--- src/hdl/csr_pkg.sv ---
package csr_pkg;

    // Datapath widths.
    localparam int XLEN       = 32;
    localparam int PC_W       = 32;
    localparam int EXC_CODE_W = 5;
    localparam int CSR_ADDR_W = 12;
    localparam int CSR_N_REGS = 13;
    localparam int CSR_IDX_W  = 4;

    // Architectural CSR addresses.
    localparam logic [CSR_ADDR_W-1:0] CSR_ADDR_MSTATUS   = 12'h300;
    localparam logic [CSR_ADDR_W-1:0] CSR_ADDR_MISA      = 12'h301;
    localparam logic [CSR_ADDR_W-1:0] CSR_ADDR_MIE       = 12'h304;
    localparam logic [CSR_ADDR_W-1:0] CSR_ADDR_MTVEC     = 12'h305;
    localparam logic [CSR_ADDR_W-1:0] CSR_ADDR_MSCRATCH  = 12'h340;
    localparam logic [CSR_ADDR_W-1:0] CSR_ADDR_MEPC      = 12'h341;
    localparam logic [CSR_ADDR_W-1:0] CSR_ADDR_MCAUSE    = 12'h342;
    localparam logic [CSR_ADDR_W-1:0] CSR_ADDR_MTVAL     = 12'h343;
    localparam logic [CSR_ADDR_W-1:0] CSR_ADDR_MIP       = 12'h344;
    localparam logic [CSR_ADDR_W-1:0] CSR_ADDR_MVENDORID = 12'hF11;
    localparam logic [CSR_ADDR_W-1:0] CSR_ADDR_MARCHID   = 12'hF12;
    localparam logic [CSR_ADDR_W-1:0] CSR_ADDR_MIMPID    = 12'hF13;
    localparam logic [CSR_ADDR_W-1:0] CSR_ADDR_MHARTID   = 12'hF14;

    // Physical register slots, same order as the addresses.
    localparam logic [CSR_IDX_W-1:0] CSR_IDX_MSTATUS   = 4'd0;
    localparam logic [CSR_IDX_W-1:0] CSR_IDX_MISA      = 4'd1;
    localparam logic [CSR_IDX_W-1:0] CSR_IDX_MIE       = 4'd2;
    localparam logic [CSR_IDX_W-1:0] CSR_IDX_MTVEC     = 4'd3;
    localparam logic [CSR_IDX_W-1:0] CSR_IDX_MSCRATCH  = 4'd4;
    localparam logic [CSR_IDX_W-1:0] CSR_IDX_MEPC      = 4'd5;
    localparam logic [CSR_IDX_W-1:0] CSR_IDX_MCAUSE    = 4'd6;
    localparam logic [CSR_IDX_W-1:0] CSR_IDX_MTVAL     = 4'd7;
    localparam logic [CSR_IDX_W-1:0] CSR_IDX_MIP       = 4'd8;
    localparam logic [CSR_IDX_W-1:0] CSR_IDX_MVENDORID = 4'd9;
    localparam logic [CSR_IDX_W-1:0] CSR_IDX_MARCHID   = 4'd10;
    localparam logic [CSR_IDX_W-1:0] CSR_IDX_MIMPID    = 4'd11;
    localparam logic [CSR_IDX_W-1:0] CSR_IDX_MHARTID   = 4'd12;

    // Internal code, never a real cause.
    localparam logic [EXC_CODE_W-1:0] EXC_MRET = 5'd24;

    // mstatus layout.
    localparam int MSTATUS_MIE    = 3;
    localparam int MSTATUS_MPIE   = 7;
    localparam int MSTATUS_MPP_LO = 11; // Two bits wide.

    localparam logic [1:0] PRIV_M = 2'd3;

    // MXL = 1, extensions I, M, C and X.
    localparam logic [XLEN-1:0] MISA_RESET = 32'h4080_1104;

endpackage

--- src/hdl/exc_report_if.sv ---
`timescale 1ns/1ps

interface exc_report_if;
    import csr_pkg::*;

    logic [PC_W-1:0]       pc;
    logic [EXC_CODE_W-1:0] code;
    logic [XLEN-1:0]       info;
    logic                  valid; // One report per cycle, always accepted.

    modport src (
        output pc,
        output code,
        output info,
        output valid
    );

    modport dst (
        input pc,
        input code,
        input info,
        input valid
    );

endinterface

--- src/hdl/exc_prioritizer.sv ---
`timescale 1ns/1ps

module exc_prioritizer (
    input  logic [csr_pkg::PC_W-1:0]       dec_pc_i,
    input  logic [csr_pkg::EXC_CODE_W-1:0] dec_code_i,
    input  logic                           dec_valid_i,

    input  logic [csr_pkg::PC_W-1:0]       ex_pc_i,
    input  logic [csr_pkg::EXC_CODE_W-1:0] ex_code_i,
    input  logic [csr_pkg::XLEN-1:0]       ex_info_i,
    input  logic                           ex_valid_i,

    input  logic [csr_pkg::PC_W-1:0]       mem_pc_i,
    input  logic [csr_pkg::EXC_CODE_W-1:0] mem_code_i,
    input  logic                           mem_valid_i,

    exc_report_if.src                      rpt
);
    import csr_pkg::*;

    logic [PC_W-1:0]       sel_pc;
    logic [EXC_CODE_W-1:0] sel_code;
    logic [XLEN-1:0]       sel_info;

    // Oldest instruction wins.
    always_comb begin
        sel_pc   = '0;
        sel_code = '0;
        sel_info = '0;
        if (mem_valid_i) begin
            sel_pc   = mem_pc_i;
            sel_code = mem_code_i;
        end else if (ex_valid_i) begin
            sel_pc   = ex_pc_i;
            sel_code = ex_code_i;
            sel_info = ex_info_i; // Only execute carries a trap value.
        end else if (dec_valid_i) begin
            sel_pc   = dec_pc_i;
            sel_code = dec_code_i;
        end
    end

    assign rpt.pc    = sel_pc;
    assign rpt.code  = sel_code;
    assign rpt.info  = sel_info;
    assign rpt.valid = mem_valid_i | ex_valid_i | dec_valid_i;

endmodule

--- src/hdl/csr_addr_map.sv ---
`timescale 1ns/1ps

module csr_addr_map (
    input  logic [csr_pkg::CSR_ADDR_W-1:0] addr_i,
    output logic [csr_pkg::CSR_IDX_W-1:0]  idx_o,
    output logic                           hit_o,
    output logic                           writable_o
);
    import csr_pkg::*;

    always_comb begin
        idx_o      = '0;
        hit_o      = 1'b1;
        writable_o = 1'b1;
        case (addr_i)
            CSR_ADDR_MSTATUS:  idx_o = CSR_IDX_MSTATUS;
            CSR_ADDR_MIE:      idx_o = CSR_IDX_MIE;
            CSR_ADDR_MTVEC:    idx_o = CSR_IDX_MTVEC;
            CSR_ADDR_MSCRATCH: idx_o = CSR_IDX_MSCRATCH;
            CSR_ADDR_MEPC:     idx_o = CSR_IDX_MEPC;
            CSR_ADDR_MCAUSE:   idx_o = CSR_IDX_MCAUSE;
            CSR_ADDR_MTVAL:    idx_o = CSR_IDX_MTVAL;
            CSR_ADDR_MIP:      idx_o = CSR_IDX_MIP;
            // Identification registers are read-only.
            CSR_ADDR_MISA: begin
                idx_o      = CSR_IDX_MISA;
                writable_o = 1'b0;
            end
            CSR_ADDR_MVENDORID: begin
                idx_o      = CSR_IDX_MVENDORID;
                writable_o = 1'b0;
            end
            CSR_ADDR_MARCHID: begin
                idx_o      = CSR_IDX_MARCHID;
                writable_o = 1'b0;
            end
            CSR_ADDR_MIMPID: begin
                idx_o      = CSR_IDX_MIMPID;
                writable_o = 1'b0;
            end
            CSR_ADDR_MHARTID: begin
                idx_o      = CSR_IDX_MHARTID;
                writable_o = 1'b0;
            end
            default: begin
                hit_o      = 1'b0; // Unimplemented address.
                writable_o = 1'b0;
            end
        endcase
    end

endmodule

--- src/hdl/csr_file.sv ---
`timescale 1ns/1ps

module csr_file (
    input  logic                           clk_i,
    input  logic                           rstn_i,

    exc_report_if.dst                      rpt,

    input  logic [csr_pkg::CSR_ADDR_W-1:0] rd_addr_i,
    input  logic                           rd_valid_i,

    input  logic [csr_pkg::CSR_ADDR_W-1:0] wr_addr_i,
    input  logic [csr_pkg::XLEN-1:0]       wr_data_i,
    input  logic                           wr_valid_i,

    output logic [csr_pkg::XLEN-1:0]       rd_data_o,
    output logic                           rd_illegal_o,

    output logic [csr_pkg::PC_W-1:0]       redirect_pc_o,
    output logic                           redirect_valid_o
);
    import csr_pkg::*;

    logic [XLEN-1:0]      csr_q [CSR_N_REGS];
    logic [XLEN-1:0]      csr_d [CSR_N_REGS];

    logic [CSR_IDX_W-1:0] rd_idx;
    logic                 rd_hit;
    logic [CSR_IDX_W-1:0] wr_idx;
    logic                 wr_hit;
    logic                 wr_writable;
    logic                 wr_en;

    logic                 is_mret;
    logic                 trap_entry;
    logic                 trap_return;
    logic [XLEN-1:0]      mstatus_q;
    logic [PC_W-1:0]      mtvec_base;

    csr_addr_map u_rd_map (
        .addr_i     (rd_addr_i),
        .idx_o      (rd_idx),
        .hit_o      (rd_hit),
        .writable_o ()
    );

    csr_addr_map u_wr_map (
        .addr_i     (wr_addr_i),
        .idx_o      (wr_idx),
        .hit_o      (wr_hit),
        .writable_o (wr_writable)
    );

    assign is_mret     = (rpt.code == EXC_MRET);
    assign trap_entry  = rpt.valid & ~is_mret;
    assign trap_return = rpt.valid & is_mret;
    assign wr_en       = wr_valid_i & wr_hit & wr_writable;

    assign mstatus_q  = csr_q[CSR_IDX_MSTATUS];
    assign mtvec_base = {csr_q[CSR_IDX_MTVEC][PC_W-1:2], 2'b00}; // Direct mode only.

    // Next state of the register file.
    always_comb begin
        csr_d = csr_q;

        if (trap_entry) begin
            csr_d[CSR_IDX_MEPC]   = rpt.pc;
            csr_d[CSR_IDX_MCAUSE] = {{(XLEN-EXC_CODE_W){1'b0}}, rpt.code};
            csr_d[CSR_IDX_MTVAL]  = rpt.info;
            csr_d[CSR_IDX_MSTATUS][MSTATUS_MPIE]        = mstatus_q[MSTATUS_MIE];
            csr_d[CSR_IDX_MSTATUS][MSTATUS_MIE]         = 1'b0;
            csr_d[CSR_IDX_MSTATUS][MSTATUS_MPP_LO +: 2] = PRIV_M;
        end

        // Return from trap, mepc/mcause/mtval untouched.
        if (trap_return) begin
            csr_d[CSR_IDX_MSTATUS][MSTATUS_MIE]  = mstatus_q[MSTATUS_MPIE];
            csr_d[CSR_IDX_MSTATUS][MSTATUS_MPIE] = 1'b1;
        end

        // Software write overrides trap side effects on the same register.
        if (wr_en) begin
            csr_d[wr_idx] = wr_data_i;
        end
    end

    always_ff @(posedge clk_i) begin
        if (!rstn_i) begin
            for (int i = 0; i < CSR_N_REGS; i++) begin
                csr_q[i] <= '0;
            end
            csr_q[CSR_IDX_MISA] <= MISA_RESET;
        end else begin
            csr_q <= csr_d;
        end
    end

    // Read port sees the registered value only.
    always_comb begin
        rd_data_o    = '0;
        rd_illegal_o = 1'b0;
        if (rd_valid_i) begin
            if (rd_hit) begin
                rd_data_o = csr_q[rd_idx];
            end else begin
                rd_illegal_o = 1'b1;
            end
        end
    end

    // Fetch redirect, doubles as pipeline flush.
    always_comb begin
        redirect_valid_o = rpt.valid;
        redirect_pc_o    = '0;
        if (trap_return) begin
            redirect_pc_o = csr_q[CSR_IDX_MEPC];
        end else if (trap_entry) begin
            redirect_pc_o = mtvec_base;
        end
    end

endmodule

--- src/hdl/trap_csr_unit.sv ---
`timescale 1ns/1ps

module trap_csr_unit (
    input  logic                           clk_i,
    input  logic                           rstn_i,

    input  logic [csr_pkg::PC_W-1:0]       dec_exc_pc_i,
    input  logic [csr_pkg::EXC_CODE_W-1:0] dec_exc_code_i,
    input  logic                           dec_exc_valid_i,

    input  logic [csr_pkg::PC_W-1:0]       ex_exc_pc_i,
    input  logic [csr_pkg::EXC_CODE_W-1:0] ex_exc_code_i,
    input  logic [csr_pkg::XLEN-1:0]       ex_exc_info_i,
    input  logic                           ex_exc_valid_i,

    input  logic [csr_pkg::PC_W-1:0]       mem_exc_pc_i,
    input  logic [csr_pkg::EXC_CODE_W-1:0] mem_exc_code_i,
    input  logic                           mem_exc_valid_i,

    input  logic [csr_pkg::CSR_ADDR_W-1:0] csr_rd_addr_i,
    input  logic                           csr_rd_valid_i,

    input  logic [csr_pkg::CSR_ADDR_W-1:0] csr_wr_addr_i,
    input  logic [csr_pkg::XLEN-1:0]       csr_wr_data_i,
    input  logic                           csr_wr_valid_i,

    output logic [csr_pkg::XLEN-1:0]       csr_rd_data_o,
    output logic                           csr_rd_illegal_o,

    output logic [csr_pkg::PC_W-1:0]       redirect_pc_o,
    output logic                           redirect_valid_o // Also flushes the pipeline.
);

    exc_report_if u_rpt_if ();

    exc_prioritizer u_prio (
        .dec_pc_i    (dec_exc_pc_i),
        .dec_code_i  (dec_exc_code_i),
        .dec_valid_i (dec_exc_valid_i),
        .ex_pc_i     (ex_exc_pc_i),
        .ex_code_i   (ex_exc_code_i),
        .ex_info_i   (ex_exc_info_i),
        .ex_valid_i  (ex_exc_valid_i),
        .mem_pc_i    (mem_exc_pc_i),
        .mem_code_i  (mem_exc_code_i),
        .mem_valid_i (mem_exc_valid_i),
        .rpt         (u_rpt_if.src)
    );

    csr_file u_csr (
        .clk_i            (clk_i),
        .rstn_i           (rstn_i),
        .rpt              (u_rpt_if.dst),
        .rd_addr_i        (csr_rd_addr_i),
        .rd_valid_i       (csr_rd_valid_i),
        .wr_addr_i        (csr_wr_addr_i),
        .wr_data_i        (csr_wr_data_i),
        .wr_valid_i       (csr_wr_valid_i),
        .rd_data_o        (csr_rd_data_o),
        .rd_illegal_o     (csr_rd_illegal_o),
        .redirect_pc_o    (redirect_pc_o),
        .redirect_valid_o (redirect_valid_o)
    );

endmodule

--- config.mk ---
export PLATFORM = sky130hd
export DESIGN_NAME = trap_csr_unit
export DESIGN_NICKNAME = d
export VERILOG_FILES = /design/src/hdl/csr_pkg.sv /design/src/hdl/exc_report_if.sv /design/src/hdl/exc_prioritizer.sv /design/src/hdl/csr_addr_map.sv /design/src/hdl/csr_file.sv /design/src/hdl/trap_csr_unit.sv
export SDC_FILE = /design/constraint.sdc
export NUM_CORES = 1
export LEC_CHECK = 0
export ABC_CLOCK_PERIOD_IN_PS = 3250
export BUFFER_PORTS_ARGS = -buffer_cell sky130_fd_sc_hd__buf_2
export CORE_ASPECT_RATIO = 0.7
export CORE_UTILIZATION = 58
export CTS_CLUSTER_SIZE = 16
export DETAILED_ROUTE_END_ITERATION = 7
export PLACE_DENSITY = 0.81
export SYNTH_ARGS = -nofsm -noshare
export SYNTH_HDL_FRONTEND = slang
export SYNTH_SLANG_ARGS = --single-unit
--- constraint.sdc ---
create_clock -name clk_i -period 3.25 [get_ports clk_i]
set_input_delay 0.4875 -clock clk_i [delete_from_list [all_inputs] [get_ports clk_i]]
set_output_delay 0.4875 -clock clk_i [all_outputs]
set_load 0.01 [all_outputs]
==> results.sh <==
export IMPL_fp_dieArea_sq_um=33710
export IMPL_ys_types=71
export IMPL_dp_worst_setup_slack_ps=-109.5
export IMPL_num_vias=18820
export IMPL_cts_root_buf="clkbuf_16"
export IMPL_cts_max_level=2
export IMPL_crit_type="input pin to output pin"
export IMPL_critPathRequiredTime_ps=2760
export IMPL_postPlaceCellArea_sq_um=21530
export IMPL_die_w_um=219.0
export IMPL_endpoint="csr_rd_data_o[16]"
export IMPL_dpl_cell_count=2868
export IMPL_drv_slew=0
export IMPL_r2r_start="u_csr.csr_q[170]$_SDFF_PN0_"
export IMPL_tightest_slew_ps=831.7
export IMPL_r2r_end="u_csr.csr_q[170]$_SDFF_PN0_"
export IMPL_synth_edf_count=0
export IMPL_start_util_pct=59.12
export IMPL_dr_wl_met2_mm=29.49
export IMPL_endpoint_kind="output pin"
export IMPL_holdBufCountCts=0
export IMPL_worstSetupStartpoint="csr_rd_addr_i[4]"
export IMPL_port_buffers=271
export IMPL_die_y_um=153.9
export IMPL_core_region_area_sq_um=32340
export IMPL_setup_violations_final=0
export IMPL_fin_skew_ps=0.5358
export IMPL_finalCritPeriodShare_pct=98.45
export IMPL_clk_latency_ps=540
export IMPL_grt_max_degree=119
export IMPL_wl_per_cell_um=21.71
export IMPL_powerDensity_nw_per_um2=461.2
export IMPL_hold_class="input pin to flop"
export IMPL_ys_ff_latch=416
export IMPL_fin_setup_tns_ps=0
export IMPL_worstPathMaxFanout=13
export IMPL_drc=0
export IMPL_drive_above_1_share_pct=21.20
export IMPL_n_antenna_cell=0
export IMPL_grt_pass1_vias=17950
export IMPL_finalWeightedCongestion=0.9635
export IMPL_r2r_cells=2
export IMPL_via_per_inst=6.380
export IMPL_area_delta_synth_final_pct=21.81
export IMPL_fin_nets=2705
export IMPL_post_synth_cell_area_avg_sq_um=8.544
export IMPL_num_rows=55
export IMPL_ir_drop_mv=0.3854
export IMPL_slew_headroom_pct=44.55
export IMPL_top_layer="met5"
export IMPL_ys_seq_area_share_pct=43.55
export IMPL_cts_tree="built"
export IMPL_async_flop_share_pct=0
export IMPL_status="finished clean"
export IMPL_grt_overflow_total=0
export IMPL_arrival_ps=2710
export IMPL_pin_count=272
export IMPL_cts_num_sinks=416
export IMPL_place_detailed_hpwl_mm=42.76
export IMPL_hold_violations=0
export IMPL_maxCapViolCount=0
export IMPL_period_minus_slack_ps=3199
export IMPL_rrSetupSlack_ps=2330
export IMPL_syn_num_nets=2444
export IMPL_cts_buffer_depth=3
export IMPL_grtUsageTotal_pct=36.93
export IMPL_hold_slack_ps=205.1
export IMPL_wirelength_mm=64.04
export IMPL_synth_flop_cell="dfxtp_1"
export IMPL_grt_pass1_wl_mm=98.32
export IMPL_wl_met3_mm=6.232
export IMPL_cp_start_kind="input pin"
export IMPL_wl_met1_mm=25.31
export IMPL_final_cell_count_no_fill=2950
export IMPL_stdcell_area_sq_um=23290
export IMPL_ys_warn_count=0
export IMPL_first_pass_iters=6
export IMPL_cts_buffers=39
export IMPL_drt_iter0_drc=2043
export IMPL_antenna_found_initial=1
export IMPL_synthCells=2238
export IMPL_power_leakage_nw=9.208
export IMPL_syn_area_sq_um=19120
export IMPL_drtAntennaViolNets=0
export IMPL_worst_slack_ps=50.52
export IMPL_max_freq_mhz=312.6
export IMPL_clk_pin_slew_worst_paths_ps=70
## synth_stat cells, drive strengths merged (26+ instances only)
cell	number	area [sq um]
a31oi	74	462.9
dfxtp	416	8328
a21oi	90	450.4
a221oi	62	549.3
mux2i	228	2282
and3	26	162.7
nor2	180	678.2
and2	159	994.7
nand2	335	1257
o21ai	166	830.8
buf	47	280.3
a22oi	47	352.8
nand3	56	280.3
clkbuf	146	548.0
## registers in the layout, summed over array words and instances, names as in the netlist
register / cells
u_csr.csr_q: 384
u_csr.mstatus_q: 32
## worst max-delay path, stage by stage
cell and delay [ps]:
buf_2 150, or4b_4 580, a21oi_1 150, buf_4 180, o21ai_4 150, buf_12 210, a211oi_2 320, a221oi_4 80
buf_4 160, o211a_1 100, buf_2 130
## through the flow
stage | power, W | utilization (%)
finish | 0.01074 | 72.02
global route | 0.01103 | 72.02
CTS | 0.01072 | 71.01
detailed placement | 0.005966 | 66.56
global placement | 0.005949 | 66.56
floorplan | 0.005609 | -
## where the power goes
part           switching [W]  internal, W  leakage [nW]
Clock                0.00199      0.00287         0.653
Combinational       0.000439     0.000252          5.19
Sequential         0.0000471      0.00515          3.36
Total                0.00247      0.00827          9.21
## cells in the final DEF (no fill, tap or decap), types with 7 or more instances in the layout
cell	count
a211oi_1	14
a211oi_2	7
a21boi_0	19
a21oi_1	88
a221oi_1	46
a221oi_2	15
a22oi_1	47
a31oi_1	72
and2_1	158
and3_1	25
buf_12	26
buf_2	270
buf_4	107
buf_6	8
clkbuf_1	8
clkbuf_16	41
dfxtp_1	416
inv_1	8
mux2i_1	228
nand2_1	332
nand2b_1	8
nand3_1	55
nor2_1	177
nor3_1	8
o211a_1	20
o21ai_0	156
o221ai_1	7
o2bb2ai_1	12
o311a_1	7
## worst min-delay path by stage
stage	from	to	slack, ps	depth (start not counted)
floorplan	u_csr.csr_q[354]$_SDFFE_PN1P_	u_csr.csr_q[354]$_SDFFE_PN1P_	410	1
finish	ex_exc_info_i[20]	u_csr.csr_q[180]$_SDFF_PN0_	210	3
CTS	ex_exc_info_i[20]	u_csr.csr_q[180]$_SDFF_PN0_	190	3
detailed placement	u_csr.csr_q[364]$_SDFFE_PN1P_	u_csr.csr_q[364]$_SDFFE_PN1P_	430	1
global route	ex_exc_info_i[20]	u_csr.csr_q[180]$_SDFF_PN0_	210	3
global placement	u_csr.csr_q[364]$_SDFFE_PN1P_	u_csr.csr_q[364]$_SDFFE_PN1P_	420	1
## layout make-up
cell class	instances	area (sq um)
Multi-Input combinational cell	1619	10230
Fill cell	2483	9051
Sequential cell	416	8328
Timing Repair Buffer	413	2823
Clock buffer	54	1114
Tap cell	427	534.3
Clock inverter	11	220.2
Inverter	10	40.04
## metal layers
layer	global-route usage [%]	vias up
li1	-	8475
met1	46.63	8952
met2	60.56	1174
met3	6.963	218
met4	17.92	2
met5	0	-
## kinds of logic after synthesis
| family | share of synthesized area [%] |
|---|---|
| and+or+nand+nor | 20.33 |
| muxes | 12.05 |
| DFF | 43.55 |
| buffers and inverters | 4.528 |
| AOI/OAI and AO/OA | 19.54 |
## repair_timing
action,CTS,global route
pin swaps,1,6
buffers inserted,1,14
cloned,1,1
endpoints found under the setup margin,11,32
resized for setup,11,33
endpoints found under the hold margin,0,0
(Power assumes the default switching activity.)
